===== config.mk =====
export PLATFORM = sky130hd
export DESIGN_NAME = wb_arb
export DESIGN_NICKNAME = d
export VERILOG_FILES = /design/src/soc_pkg.sv /design/src/wb_arb.sv
export SDC_FILE = /design/constraint.sdc
export NUM_CORES = 1
export LEC_CHECK = 0
export ABC_AREA = 0
export BUFFER_PORTS_ARGS = -buffer_cell sky130_fd_sc_hd__buf_4
export CAP_MARGIN = 20
export CORE_AREA = 3 3 134 136
export CTS_BUF_LIST = sky130_fd_sc_hd__clkbuf_4
export DETAILED_ROUTE_END_ITERATION = 8
export DIE_AREA = 0 0 137 139
export GPL_ROUTABILITY_DRIVEN = 0
export PLACE_DENSITY_LB_ADDON = 0.25
export SLEW_MARGIN = 20
export SYNTH_ARGS = -nofsm -noshare
export SYNTH_HDL_FRONTEND = slang
export SYNTH_SLANG_ARGS = --single-unit

===== constraint.sdc =====
create_clock -name clk_cpu -period 3.3 [get_ports clk_cpu]
set_input_delay 0.165 -clock clk_cpu [delete_from_list [all_inputs] [get_ports clk_cpu]]
set_output_delay 0.165 -clock clk_cpu [all_outputs]
set_load 0.02 [all_outputs]

===== src/soc_pkg.sv =====
`default_nettype none

package soc_pkg;

	// bus geometry
	localparam int DATA_W = 32;
	localparam int SEL_W = DATA_W / 8;
	localparam int WADDR_W = 30;

	// address map, compared against the high byte-address bits
	localparam logic [7:0] RAM_PAGE = 8'h00;
	localparam logic [15:0] DEV_PAGE = 16'hFFFF;

	// board register word offsets
	localparam logic [5:0] BOARD_REG_SWITCH = 6'd0;
	localparam logic [5:0] BOARD_REG_LED = 6'd1;
	localparam logic [5:0] BOARD_REG_IRQ = 6'd2;

	localparam int SWITCH_W = 8;
	localparam int BUTTON_W = 4;
	localparam int IRQ_W = 2;

	typedef enum logic [1:0] {
		ARB_IDLE,
		ARB_IBUS,
		ARB_DBUS
	} arb_state_e;

	typedef enum logic [1:0] {
		SLV_RAM,
		SLV_BOARD,
		SLV_NONE
	} slave_e;

endpackage

`default_nettype wire


===== src/wb_arb.sv =====
`timescale 1ns/1ns
`default_nettype none

module wb_arb (
	input  logic                        clk_cpu,
	input  logic                        sys_rst_i,
	// instruction-side master
	input  logic                        ibus_cyc_i,
	input  logic                        ibus_stb_i,
	input  logic                        ibus_we_i,
	input  logic [soc_pkg::WADDR_W-1:0] ibus_addr_i,
	input  logic [soc_pkg::SEL_W-1:0]   ibus_sel_i,
	input  logic [soc_pkg::DATA_W-1:0]  ibus_wdata_i,
	output logic [soc_pkg::DATA_W-1:0]  ibus_rdata_o,
	output logic                        ibus_ack_o,
	output logic                        ibus_err_o,
	// data-side master
	input  logic                        dbus_cyc_i,
	input  logic                        dbus_stb_i,
	input  logic                        dbus_we_i,
	input  logic [soc_pkg::WADDR_W-1:0] dbus_addr_i,
	input  logic [soc_pkg::SEL_W-1:0]   dbus_sel_i,
	input  logic [soc_pkg::DATA_W-1:0]  dbus_wdata_i,
	output logic [soc_pkg::DATA_W-1:0]  dbus_rdata_o,
	output logic                        dbus_ack_o,
	output logic                        dbus_err_o,
	// shared slave request
	output logic                        s_we_o,
	output logic [soc_pkg::WADDR_W-1:0] s_addr_o,
	output logic [soc_pkg::SEL_W-1:0]   s_sel_o,
	output logic [soc_pkg::DATA_W-1:0]  s_wdata_o,
	output logic                        ram_stb_o,
	input  logic [soc_pkg::DATA_W-1:0]  ram_rdata_i,
	input  logic                        ram_ack_i,
	output logic                        brd_stb_o,
	input  logic [soc_pkg::DATA_W-1:0]  brd_rdata_i,
	input  logic                        brd_ack_i
);
	import soc_pkg::*;

	arb_state_e arb_state;
	arb_state_e arb_next;
	slave_e     slave_sel;

	logic               m_cyc;
	logic               m_stb;
	logic               m_we;
	logic [WADDR_W-1:0] m_addr;
	logic [SEL_W-1:0]   m_sel;
	logic [DATA_W-1:0]  m_wdata;
	logic               m_req;
	logic               s_ack;
	logic [DATA_W-1:0]  s_rdata;
	logic               err_q;
	logic               err_served;

	// fixed priority, dbus first; grant held until cyc drops
	always_comb begin
		arb_next = arb_state;
		case (arb_state)
			ARB_IDLE: begin
				if (dbus_cyc_i && dbus_stb_i) begin
					arb_next = ARB_DBUS;
				end else if (ibus_cyc_i && ibus_stb_i) begin
					arb_next = ARB_IBUS;
				end
			end
			ARB_IBUS: begin
				if (!ibus_cyc_i) begin
					arb_next = ARB_IDLE;
				end
			end
			ARB_DBUS: begin
				if (!dbus_cyc_i) begin
					arb_next = ARB_IDLE;
				end
			end
			default: arb_next = ARB_IDLE;
		endcase
	end

	// granted master onto the shared path
	always_comb begin
		if (arb_state == ARB_DBUS) begin
			m_cyc = dbus_cyc_i;
			m_stb = dbus_stb_i;
			m_we = dbus_we_i;
			m_addr = dbus_addr_i;
			m_sel = dbus_sel_i;
			m_wdata = dbus_wdata_i;
		end else begin
			m_cyc = ibus_cyc_i;
			m_stb = ibus_stb_i;
			m_we = ibus_we_i;
			m_addr = ibus_addr_i;
			m_sel = ibus_sel_i;
			m_wdata = ibus_wdata_i;
		end
	end

	assign m_req = (arb_state != ARB_IDLE) && m_cyc && m_stb;

	// word address, so byte bits 31:24 sit at the top 8 bits
	always_comb begin
		if (m_addr[WADDR_W-1 -: 8] == RAM_PAGE) begin
			slave_sel = SLV_RAM;
		end else if (m_addr[WADDR_W-1 -: 16] == DEV_PAGE) begin
			slave_sel = SLV_BOARD;
		end else begin
			slave_sel = SLV_NONE;
		end
	end

	assign ram_stb_o = m_req && (slave_sel == SLV_RAM);
	assign brd_stb_o = m_req && (slave_sel == SLV_BOARD);
	assign s_we_o = m_we;
	assign s_addr_o = m_addr;
	assign s_sel_o = m_sel;
	assign s_wdata_o = m_wdata;

	assign s_ack = ((slave_sel == SLV_RAM) && ram_ack_i) ||
		((slave_sel == SLV_BOARD) && brd_ack_i);
	assign s_rdata = (slave_sel == SLV_BOARD) ? brd_rdata_i : ram_rdata_i;

	assign ibus_ack_o = (arb_state == ARB_IBUS) && s_ack;
	assign ibus_err_o = (arb_state == ARB_IBUS) && err_q;
	assign ibus_rdata_o = s_rdata;
	assign dbus_ack_o = (arb_state == ARB_DBUS) && s_ack;
	assign dbus_err_o = (arb_state == ARB_DBUS) && err_q;
	assign dbus_rdata_o = s_rdata;

	always_ff @(posedge clk_cpu or posedge sys_rst_i) begin
		if (sys_rst_i) begin
			arb_state <= ARB_IDLE;
			err_q <= 1'b0;
			err_served <= 1'b0;
		end else begin
			arb_state <= arb_next;
			// one err per strobe, like a slave ack
			err_q <= m_req && (slave_sel == SLV_NONE) && !err_q && !err_served;
			err_served <= m_req && (err_served || err_q);
		end
	end

endmodule

`default_nettype wire


* After elaboration in Yosys (flattened, before gate mapping)
Index checks and enable logic that the tools add are counted.
** Word-level totals
- Register bits after elaboration :: 4
** Cells by class
- Muxes and demuxes :: 14
- Reductions and logical operators :: 25
- Eq/ne operators :: 8
** Operators with widths (number)
- $mux 32 :: 2
- $mux 30 :: 1
- $eq 16x16->1 const B :: 1
- $logic_and 1x1->1 :: 16
- $mux 2 :: 6
- $logic_not 8->1 :: 1
- $pmux 2 s3 :: 1
- $eq 2x1->1 const B :: 2
- $eq 2x2->1 const B :: 2
- $logic_not 2->1 :: 2
- $mux 4 :: 1
- $ne 2x2->1 const B :: 2
- $mux 1 :: 3
- $ne 3x3->1 const B :: 1
- $reduce_and 3->1 :: 1
- $logic_not 1->1 :: 2
- $logic_or 1x1->1 :: 2
- $reduce_bool 2->1 :: 1

* Longest topological paths before layout
Gate-level depths: netlist of the first run.
- Word-level depth :: 9
- Mapped depth :: 6
- Depth with buffers taken out :: 4

* Worst setup path before layout of the first run
Ideal clock, no wire load.
- Path type :: register -> output
- Start point :: register arb_state[0]
- End point :: output ibus_rdata_o[10] in the netlist's numbering
- Buffers on the path :: 3
- Required time :: 3135 ps
- Arrival :: 1745 ps
- Path slack :: 1390 ps
- Stages on the path, launching flop included :: 7
- Cell sequence :: dfrtp_1 nand2b_1 buf_2 mux2i_4 buf_6 mux2_4 buf_4
** Between the ends
- Word-level cells in the longest chain between the ends :: 7
- Elaborated cells between the ends (all ways) :: 8
- Classes of those cells :: eq/ne (3); mux (4); reduce/logical (1)
** RTL lines
- from (decl) :: line wb_arb.sv:41 : arb_state_e arb_state;
- from (signal assigned) :: line wb_arb.sv:138 : arb_state <= arb_next;
- $eq 2x2->1 (*) :: line wb_arb.sv:84 : if (arb_state == ARB_DBUS) begin
- $mux 30 (*) :: line wb_arb.sv:84
- $eq 16x16->1 :: line wb_arb.sv:107 : end else if (m_addr[WADDR_W-1 -: 16] == DEV_PAGE) begin
- $mux 2 :: line wb_arb.sv:107
- $mux 2 (*) :: line wb_arb.sv:105 : if (m_addr[WADDR_W-1 -: 8] == RAM_PAGE) begin
- $eq 2x1->1 (*) :: line wb_arb.sv:123 : assign s_rdata = (slave_sel == SLV_BOARD) ? brd_rdata_i : ram_rdata_i;
- $mux 32 (*) :: line wb_arb.sv:123
- to (decl) :: line wb_arb.sv:14 : output logic [soc_pkg::DATA_W-1:0] ibus_rdata_o,
Mark *: on every way between the ends. The rest lies on a longest branch, timed or not.

* Worst setup path after layout of the first run
- Start point :: register arb_state[0]
- End point :: output ibus_ack_o
** Between the ends
- Word-level cells in the longest chain between the ends :: 9
- Elaborated cells between the ends (all ways) :: 13
- Classes of those cells :: eq/ne (4); mux (3); reduce/logical (6)
** RTL lines
- $eq 2x2->1 :: line wb_arb.sv:84
- $mux 30 :: line wb_arb.sv:84
- $eq 16x16->1 :: line wb_arb.sv:107
- $mux 2 :: line wb_arb.sv:107
- $mux 2 :: line wb_arb.sv:105
- $eq 2x1->1 or $logic_not 2->1 (tied branches) :: line wb_arb.sv:122, wb_arb.sv:121
- $logic_and 1x1->1, on equally long branches :: line wb_arb.sv:122, wb_arb.sv:121
- $logic_or 1x1->1 :: line wb_arb.sv:121 : assign s_ack = ((slave_sel == SLV_RAM) && ram_ack_i) ||
- $logic_and 1x1->1 (*) :: line wb_arb.sv:125 : assign ibus_ack_o = (arb_state == ARB_IBUS) && s_ack;
- to (decl) :: line wb_arb.sv:15 : output logic ibus_ack_o,
Marked as above.

==> results of run 1 <==
==> worst paths after layout <==
check	endpoint	slack (ns)	startpoint	cells past startpoint
max	ibus_ack_o	0.73	arb_state[0]	6
min	arb_state[1]	0.22	dbus_cyc_i	2
max reg2reg	err_q	1.24	arb_state[0]	5
min reg2reg	err_q	0.45	err_served	1
max in group asynchronous	err_served	2.77	sys_rst_i	3
min in group asynchronous	arb_state[1]	0.38	sys_rst_i	3
==> timing repair <==
item,4_1_cts,5_1_grt
endpoints found under the setup margin,0,0
hold endpoints to repair,4,0
hold buffers,1,0
==> logic make-up after synthesis <==
group | Yosys count | synth area share
AOI/OAI and AO/OA | 5 | 0.01413
buffers and inverters | 53 | 0.1779
DFF | 4 | 0.05138
muxes | 33 | 0.2505
and+or+nand+nor | 236 | 0.5061
==> worst max-delay path: cells and delay by family, from the launching register on <==
kind / cells / cell delay, ns
buffers and inverters: 2 / 0.78
AND/OR/NAND/NOR: 2 / 0.53
flip-flops: 1 / 0.45
AO/OA/AOI/OAI: 2 / 0.42
==> cell usage in the layout (no fill, tap or decap) <==
master           n
inv_1            2
mux2_2           4
nand2b_1         1
dlygate4sd3_1    1
dfrtp_1          4
nand2_1        204
nor2b_4          1
o21ai_0          1
and3_1           2
nor4_1           4
nor2_1           8
or3_1            1
nand3_1          1
clkbuf_4         3
nor3b_1          2
nor4b_2          1
nor4_4           2
a21oi_1          3
nand2b_2         1
mux2_4          28
o21a_1           1
buf_4          345
nand4_1          8
mux2i_4          1
==> layer usage <==
metal / wire, um / up-vias / global-route usage
met5: 0 / - / 0
met4: 40 / 0 / 0.01576
met1: 4482 / 1371 / 0.1304
met3: 1581 / 2 / 0.03447
li1: - / 1613 / -
met2: 6488 / 207 / 0.2262
==> cell usage after synthesis (2+ instances only) <==
master	number
and3_1	2
inv_1	2
a21oi_1	3
buf_6	3
nor4_1	4
buf_4	32
nand2b_1	2
nor2_1	8
nand4_1	8
nand2_1	204
dfrtp_1	4
mux2_2	4
nor3b_1	2
nor4_4	2
buf_2	4
clkbuf_1	9
buf_1	3
mux2_4	28
==> power breakdown <==
part           total (mW)  internal [mW]  leakage (nW)  switching, mW
Combinational       0.778          0.386          2.62          0.392
Clock              0.0583         0.0405        0.0138         0.0178
Sequential         0.0559         0.0521        0.0536        0.00377
Total               0.893          0.479          2.69          0.413
==> state kept, by name (all words and copies together) (netlist names) <==
signal	flops
arb_state	2
err_served	1
err_q	1
==> through the flow <==
| stage | util | hold slack (ns) | power (mW) |
|---|---|---|---|
| 2_1_floorplan | - | -0.06892 | 0.4262 |
| 3_3_place_gp | 0.2633 | 0.06343 | 0.8454 |
| 3_5_place_dp | 0.2633 | 0.06322 | 0.8454 |
| 4_1_cts | 0.2652 | 0.2064 | 0.9107 |
| 5_1_grt | 0.2652 | 0.2124 | 0.9615 |
| 6_report | 0.2652 | 0.2158 | 0.8926 |
==> layout make-up <==
| class | instances | area share |
|---|---|---|
| multi-input combinational | 274 | 0.3342 |
| sequential | 4 | 0.02213 |
| inverter | 2 | 0.001660 |
| tap | 225 | 0.06224 |
| clock buffer | 3 | 0.004979 |
| timing repair buffer | 346 | 0.5748 |
==> impl_metrics.json, run 1 <==
{
  "core.rowCount": 48,
  "grt_setup_unrepaired": "false",
  "drive_above_1_share": 0.6137,
  "cts-root-buf": "clkbuf_4",
  "antenna_left": 0,
  "postCtsSetupBuffers": 0,
  "period_share": 0.7788,
  "nFillCells": 1942,
  "synth_seq_cells": 4,
  "final_area_mm2": 0.004523,
  "outcome": "finished clean",
  "setup-violations-final": 0,
  "antenna_found_initial": 0,
  "start_kind": "register",
  "syn-num-nets": 537,
  "drc": 0,
  "cp_common_cell": "buf_4",
  "clkSinkCount": 4,
  "fin_skew_ns": 0.002340,
  "netlist.area_leader.share": 0.3931,
  "path_cells": "nand2b_2, buf_4, and3_1, o21ai_0, a21oi_1, buf_4",
  "cts_tree": "done",
  "synth.area.top_cells": "nand2_1, mux2_4, buf_4",
  "grt-ovfl-total": 0,
  "tns_ns": 0,
  "fin_crit_ns": 2.570,
  "path_class": "reg -> out",
  "io_pins": 343,
  "layout.nets": 837,
  "syn_area_per_cell_um2": 5.886,
  "grt_pass1_wl_mm": 17.80,
  "yosys.area.top_type": "nand2_1",
  "dr.pass1.iters": 5,
  "p_leak_nw": 2.691,
  "antenna_cells": 0,
  "die_w_um": 137,
  "via_per_inst": 3.739,
  "core_area_mm2": 0.01706,
  "ctsLongestPathBuffers": 2,
  "syn_area_mm2": 0.001948,
  "area_growth_syn_to_layout_pct": 132.2,
  "final_cells": 854,
  "drv_slew": 0,
  "die_area_mm2": 0.01904,
  "fmax_mhz": 389.1,
  "cts_buffers": 3,
  "synthDistinctLibCells": 25,
  "drv_cap": 0,
  "cp-end-kind": "primary output",
  "max_stage_delay_ns": 0.58,
  "first_global_vias": 3229,
  "grt_max_degree": 72,
  "start_util": 0.1142,
  "ys.flop_type": "dfrtp_1",
  "irDropWorstVdd_uv": 68.67,
  "regArea_um2": 100.1,
  "yosysWarnings": 0,
  "crit_required_ns": 3.13,
  "crit_arrival_ns": 2.41,
  "routedWlPerCell_um": 14.75,
  "grtUsageTotal": 0.1184,
  "vias": 3193,
  "crit_fanout": 71,
  "drt_iter0_drc": 72,
  "place_ws_ns": 0.8611,
  "crit_slowest_cell": "buf_4",
  "multiInputGateArea_mm2": 0.001511,
  "hold_path_class": "in -> reg",
  "async_flop_share": 1.000,
  "cts_max_level": 1,
  "placed_cells": 850,
  "synth-edff-count": 0,
  "clk_pin_slew_ns": 0.04,
  "die_y_um": 139,
  "hold_violations": 0,
  "p_per_area_mw_per_mm2": 197.3,
  "ys_seq_area_frac": 0.05138,
  "drt-total-wl_mm": 12.59,
  "relSlewSlack": 0.5032,
  "cts-resized-gates": 0,
  "synth_cells": 331,
  "portBuffers": 342,
  "setup_ws_ns": 0.7298,
  "place_area_mm2": 0.004491,
  "worst_slew_pin_slew_ns": 0.7452,
  "dp_hpwl_mm": 11.09,
  "worstSkewPairLatency_ns": 0.23
}
Power figures use the tool's default switching activity.
==> inputs of run 2 (changes only) <==
--- a/config.mk
+++ b/config.mk
@@ -5,13 +5,13 @@
 export SDC_FILE = /design/constraint.sdc
 export NUM_CORES = 1
 export LEC_CHECK = 0
-export ABC_AREA = 0
+export ABC_AREA = 1
 export BUFFER_PORTS_ARGS = -buffer_cell sky130_fd_sc_hd__buf_4
 export CAP_MARGIN = 20
-export CORE_AREA = 3 3 134 136
+export CORE_AREA = 3 3 132 134
 export CTS_BUF_LIST = sky130_fd_sc_hd__clkbuf_4
 export DETAILED_ROUTE_END_ITERATION = 8
-export DIE_AREA = 0 0 137 139
+export DIE_AREA = 0 0 135 137
 export GPL_ROUTABILITY_DRIVEN = 0
 export PLACE_DENSITY_LB_ADDON = 0.25
 export SLEW_MARGIN = 20
==> constraint.sdc (replaced) <==
create_clock -name clk_cpu -period 2.33 [get_ports clk_cpu]
set_input_delay 0.1165 -clock clk_cpu [delete_from_list [all_inputs] [get_ports clk_cpu]]
set_output_delay 0.1165 -clock clk_cpu [all_outputs]
set_load 0.02 [all_outputs]
==> run 2 against run 1 <==
Net effect:
- count of clock-buffer cells in the layout unchanged
- critical path depth up 6
- wire length up 6.3%
- clock power up 41%
- die area down 2.9%
- combinational power rose to 2.8 times the previous value
- cell count up 15%
- global-route usage up 0.30 points
- area after synthesis up 7.4%
- clock skew about the same
- critical endpoint is now dbus_rdata_o[0]
- largest cell class unchanged
- largest power group unchanged
==> impl_metrics.json, run 2 <==
{
  "outcome": "finished clean",
  "syn_area_per_cell_um2": 4.639,
  "critical_path_depth": 12,
  "ctsLongestPathBuffers": 2,
  "yosysMostFrequentCell": "nand2_1",
  "yosys.area_share.xor_xnor": 0,
  "wl_met1_mm": 4.484,
  "io_pins": 343,
  "dp_hpwl_mm": 11.18,
  "grt_max_degree": 48,
  "synth_top_family_by_area": "simple AND/OR/NAND/NOR gates",
  "crit_slowest_cell": "dfrtp_1",
  "die_y_um": 137,
  "worstSkewPairLatency_ns": 0.23,
  "portBuffers": 342,
  "fin_crit_ns": 2.197,
  "grt_pass1_wl_mm": 17.84,
  "p_leak_nw": 2.970,
  "path_class": "reg -> out",
  "core_area_mm2": 0.01641,
  "synth-edff-count": 0,
  "synth_cells": 451,
  "grtUsageTotal": 0.1214,
  "synthDistinctLibCells": 21,
  "vias": 3767,
  "cts_buffers": 3,
  "period_share": 0.9429,
  "final_cells": 983,
  "top_layer_used": "met4",
  "antenna_cells": 0,
  "drt_iter0_drc": 111,
  "regArea_um2": 101.3,
  "die_w_um": 135,
  "crit_fanout": 17,
  "layout_common_cells": "buf_4, nand2_1, inv_1",
  "p_per_area_mw_per_mm2": 478.1,
  "synth_seq_cells": 4,
  "cp-end-kind": "primary output",
  "syn_area_mm2": 0.002092,
  "grt_setup_unrepaired": "false",
  "met3_length_mm": 1.457,
  "top_register": "arb_state",
  "grt-ovfl-total": 0,
  "clkSinkCount": 4,
  "core.rowCount": 47,
  "first_global_vias": 3478,
  "worst_slew_pin_slew_ns": 0.4733,
  "power_mw": 2.324,
  "synth-adder-area-share": 0,
  "hold_violations": 0,
  "cts_tree": "done",
  "via_per_inst": 3.832,
  "yosysWarnings": 0,
  "crit_required_ns": 2.21,
  "whs_ns": 0.1549,
  "netlist.area_leader.share": 0.4773,
  "cts_max_level": 1,
  "crit_arrival_ns": 2.08,
  "die_area_mm2": 0.01850,
  "drc": 0,
  "path_cells": "inv_4, buf_4, nand3b_1, nand2_1, nor2_1, nand2_1, nor2_4, buf_12, nand2_8, nand2_1, nand2_1, buf_4",
  "max_stage_delay_ns": 0.38,
  "ys_seq_area_frac": 0.04785,
  "cp_common_cell": "nand2_1",
  "drt-total-wl_mm": 13.38,
  "layout.nets": 971,
  "synth-simple-area-share": 0.6406,
  "routedWlPerCell_um": 13.62,
  "antenna_found_initial": 0,
  "holdPathStages": 3,
  "synth_mux_area_frac": 0,
  "fmax_mhz": 455.2,
  "async_flop_share": 1.000,
  "syn-num-nets": 657,
  "rr_worst_depth": 11,
  "fin_skew_ns": 0.002044,
  "hold_path_class": "in -> reg",
  "drv_slew": 0,
  "synth-compound-area-share": 0.03589,
  "drv_cap": 0,
  "tns_ns": 0,
  "path_delay_family": "simple AND/OR/NAND/NOR gates",
  "setup_ws_ns": 0.1330,
  "area_growth_syn_to_layout_pct": 132.4,
  "cp_num_buf_inv": 4,
  "clk_pin_slew_ns": 0.04,
  "wl_met2_mm": 7.344,
  "ys.flop_type": "dfrtp_1",
  "synth.area.top_cells": "nand2_1, buf_4, nand3_1",
  "reg2reg_slack_ns": 0.56,
  "multiInputGateArea_mm2": 0.001513,
  "relSlewSlack": 0.6845,
  "layout_commonest_cell": "buf_4",
  "drive_above_1_share": 0.4967,
  "place_ws_ns": 0.2499,
  "placed_cells": 967,
  "irDropWorstVdd_uv": 179.8,
  "largestRegisters": "arb_state x2, err_q x1, err_served x1",
  "dr.pass1.iters": 6,
  "antenna_left": 0,
  "cts-root-buf": "clkbuf_4",
  "synthTopCellsByCount": "nand2_1, inv_1, buf_4, nand3_1, nor2_1",
  "nFillCells": 1880,
  "yosys.area.top_type": "nand2_1",
  "setup-violations-final": 0,
  "largest_reg_flops": 2,
  "start_kind": "register",
  "start_util": 0.1275
}
[run 2: logic make-up after synthesis]
group                  count (synthesis)
AO/OA/AOI/OAI                         14
buffers and inverters                103
flip-flops                             4
AND/OR/NAND/NOR                      330
[run 2: what timing repair did]
item | 4_1_cts | 5_1_grt
gates resized for setup | 0 | 21
endpoints found under the setup margin | 4 | 68
pin swaps | 0 | 7
hold endpoints to repair | 4 | 0
cloned | 0 | 4
setup buffers | 0 | 8
hold buffers | 1 | 0
[run 2: layout make-up]
cell class	instances	share of cell area
Timing Repair Buffer	361	0.5689
Sequential cell	4	0.02085
Inverter	47	0.03784
Tap cell	220	0.05663
Multi-Input combinational cell	348	0.3112
Clock buffer	3	0.004633
[run 2: path summary, 6_finish.rpt]
check                              from              end
setup / recovery           arb_state[0]  dbus_rdata_o[0]
hold reg to reg              err_served            err_q
min in group asynchronous     sys_rst_i     arb_state[0]
max in group asynchronous     sys_rst_i     arb_state[1]
setup reg to reg           arb_state[0]            err_q
hold / removal               dbus_cyc_i     arb_state[1]
[run 2: worst reg2reg max path, stage by stage (launching register included)]
cell	delay, ns
dfrtp_1	0.38
inv_4	0.10
buf_4	0.18
nand3b_1	0.09
nand2_1	0.08
nor2_1	0.10
nand2_1	0.10
nor2_4	0.21
buf_12	0.16
nand2_8	0.11
nand3_1	0.10
nor2_1	0.04
[run 2: metrics by stage]
| step | instance area (um2) | util |
|---|---|---|
| 3_3_place_gp | 4614 | 0.2812 |
| 5_1_grt | 4861 | 0.2963 |
| 3_5_place_dp | 4614 | 0.2812 |
| 4_1_cts | 4647 | 0.2832 |
| 2_1_floorplan | 2092 | - |
| 6_report | 4861 | 0.2963 |
[run 2: report_power, final]
group	internal (mW)	switching [mW]	leakage [nW]	total (mW)
registers	0.0880	0.0175	0.0518	0.105
logic	0.899	1.24	2.90	2.14
clock network	0.0574	0.0251	0.0138	0.0824
total	1.04	1.28	2.97	2.32
[run 2: layer usage]
layer  vias to the layer above  track usage
li1                       1944            -
met5                         -            0
met3                         6      0.03382
met4                         0      0.02296
met2                       208       0.2482
met1                      1609       0.1217
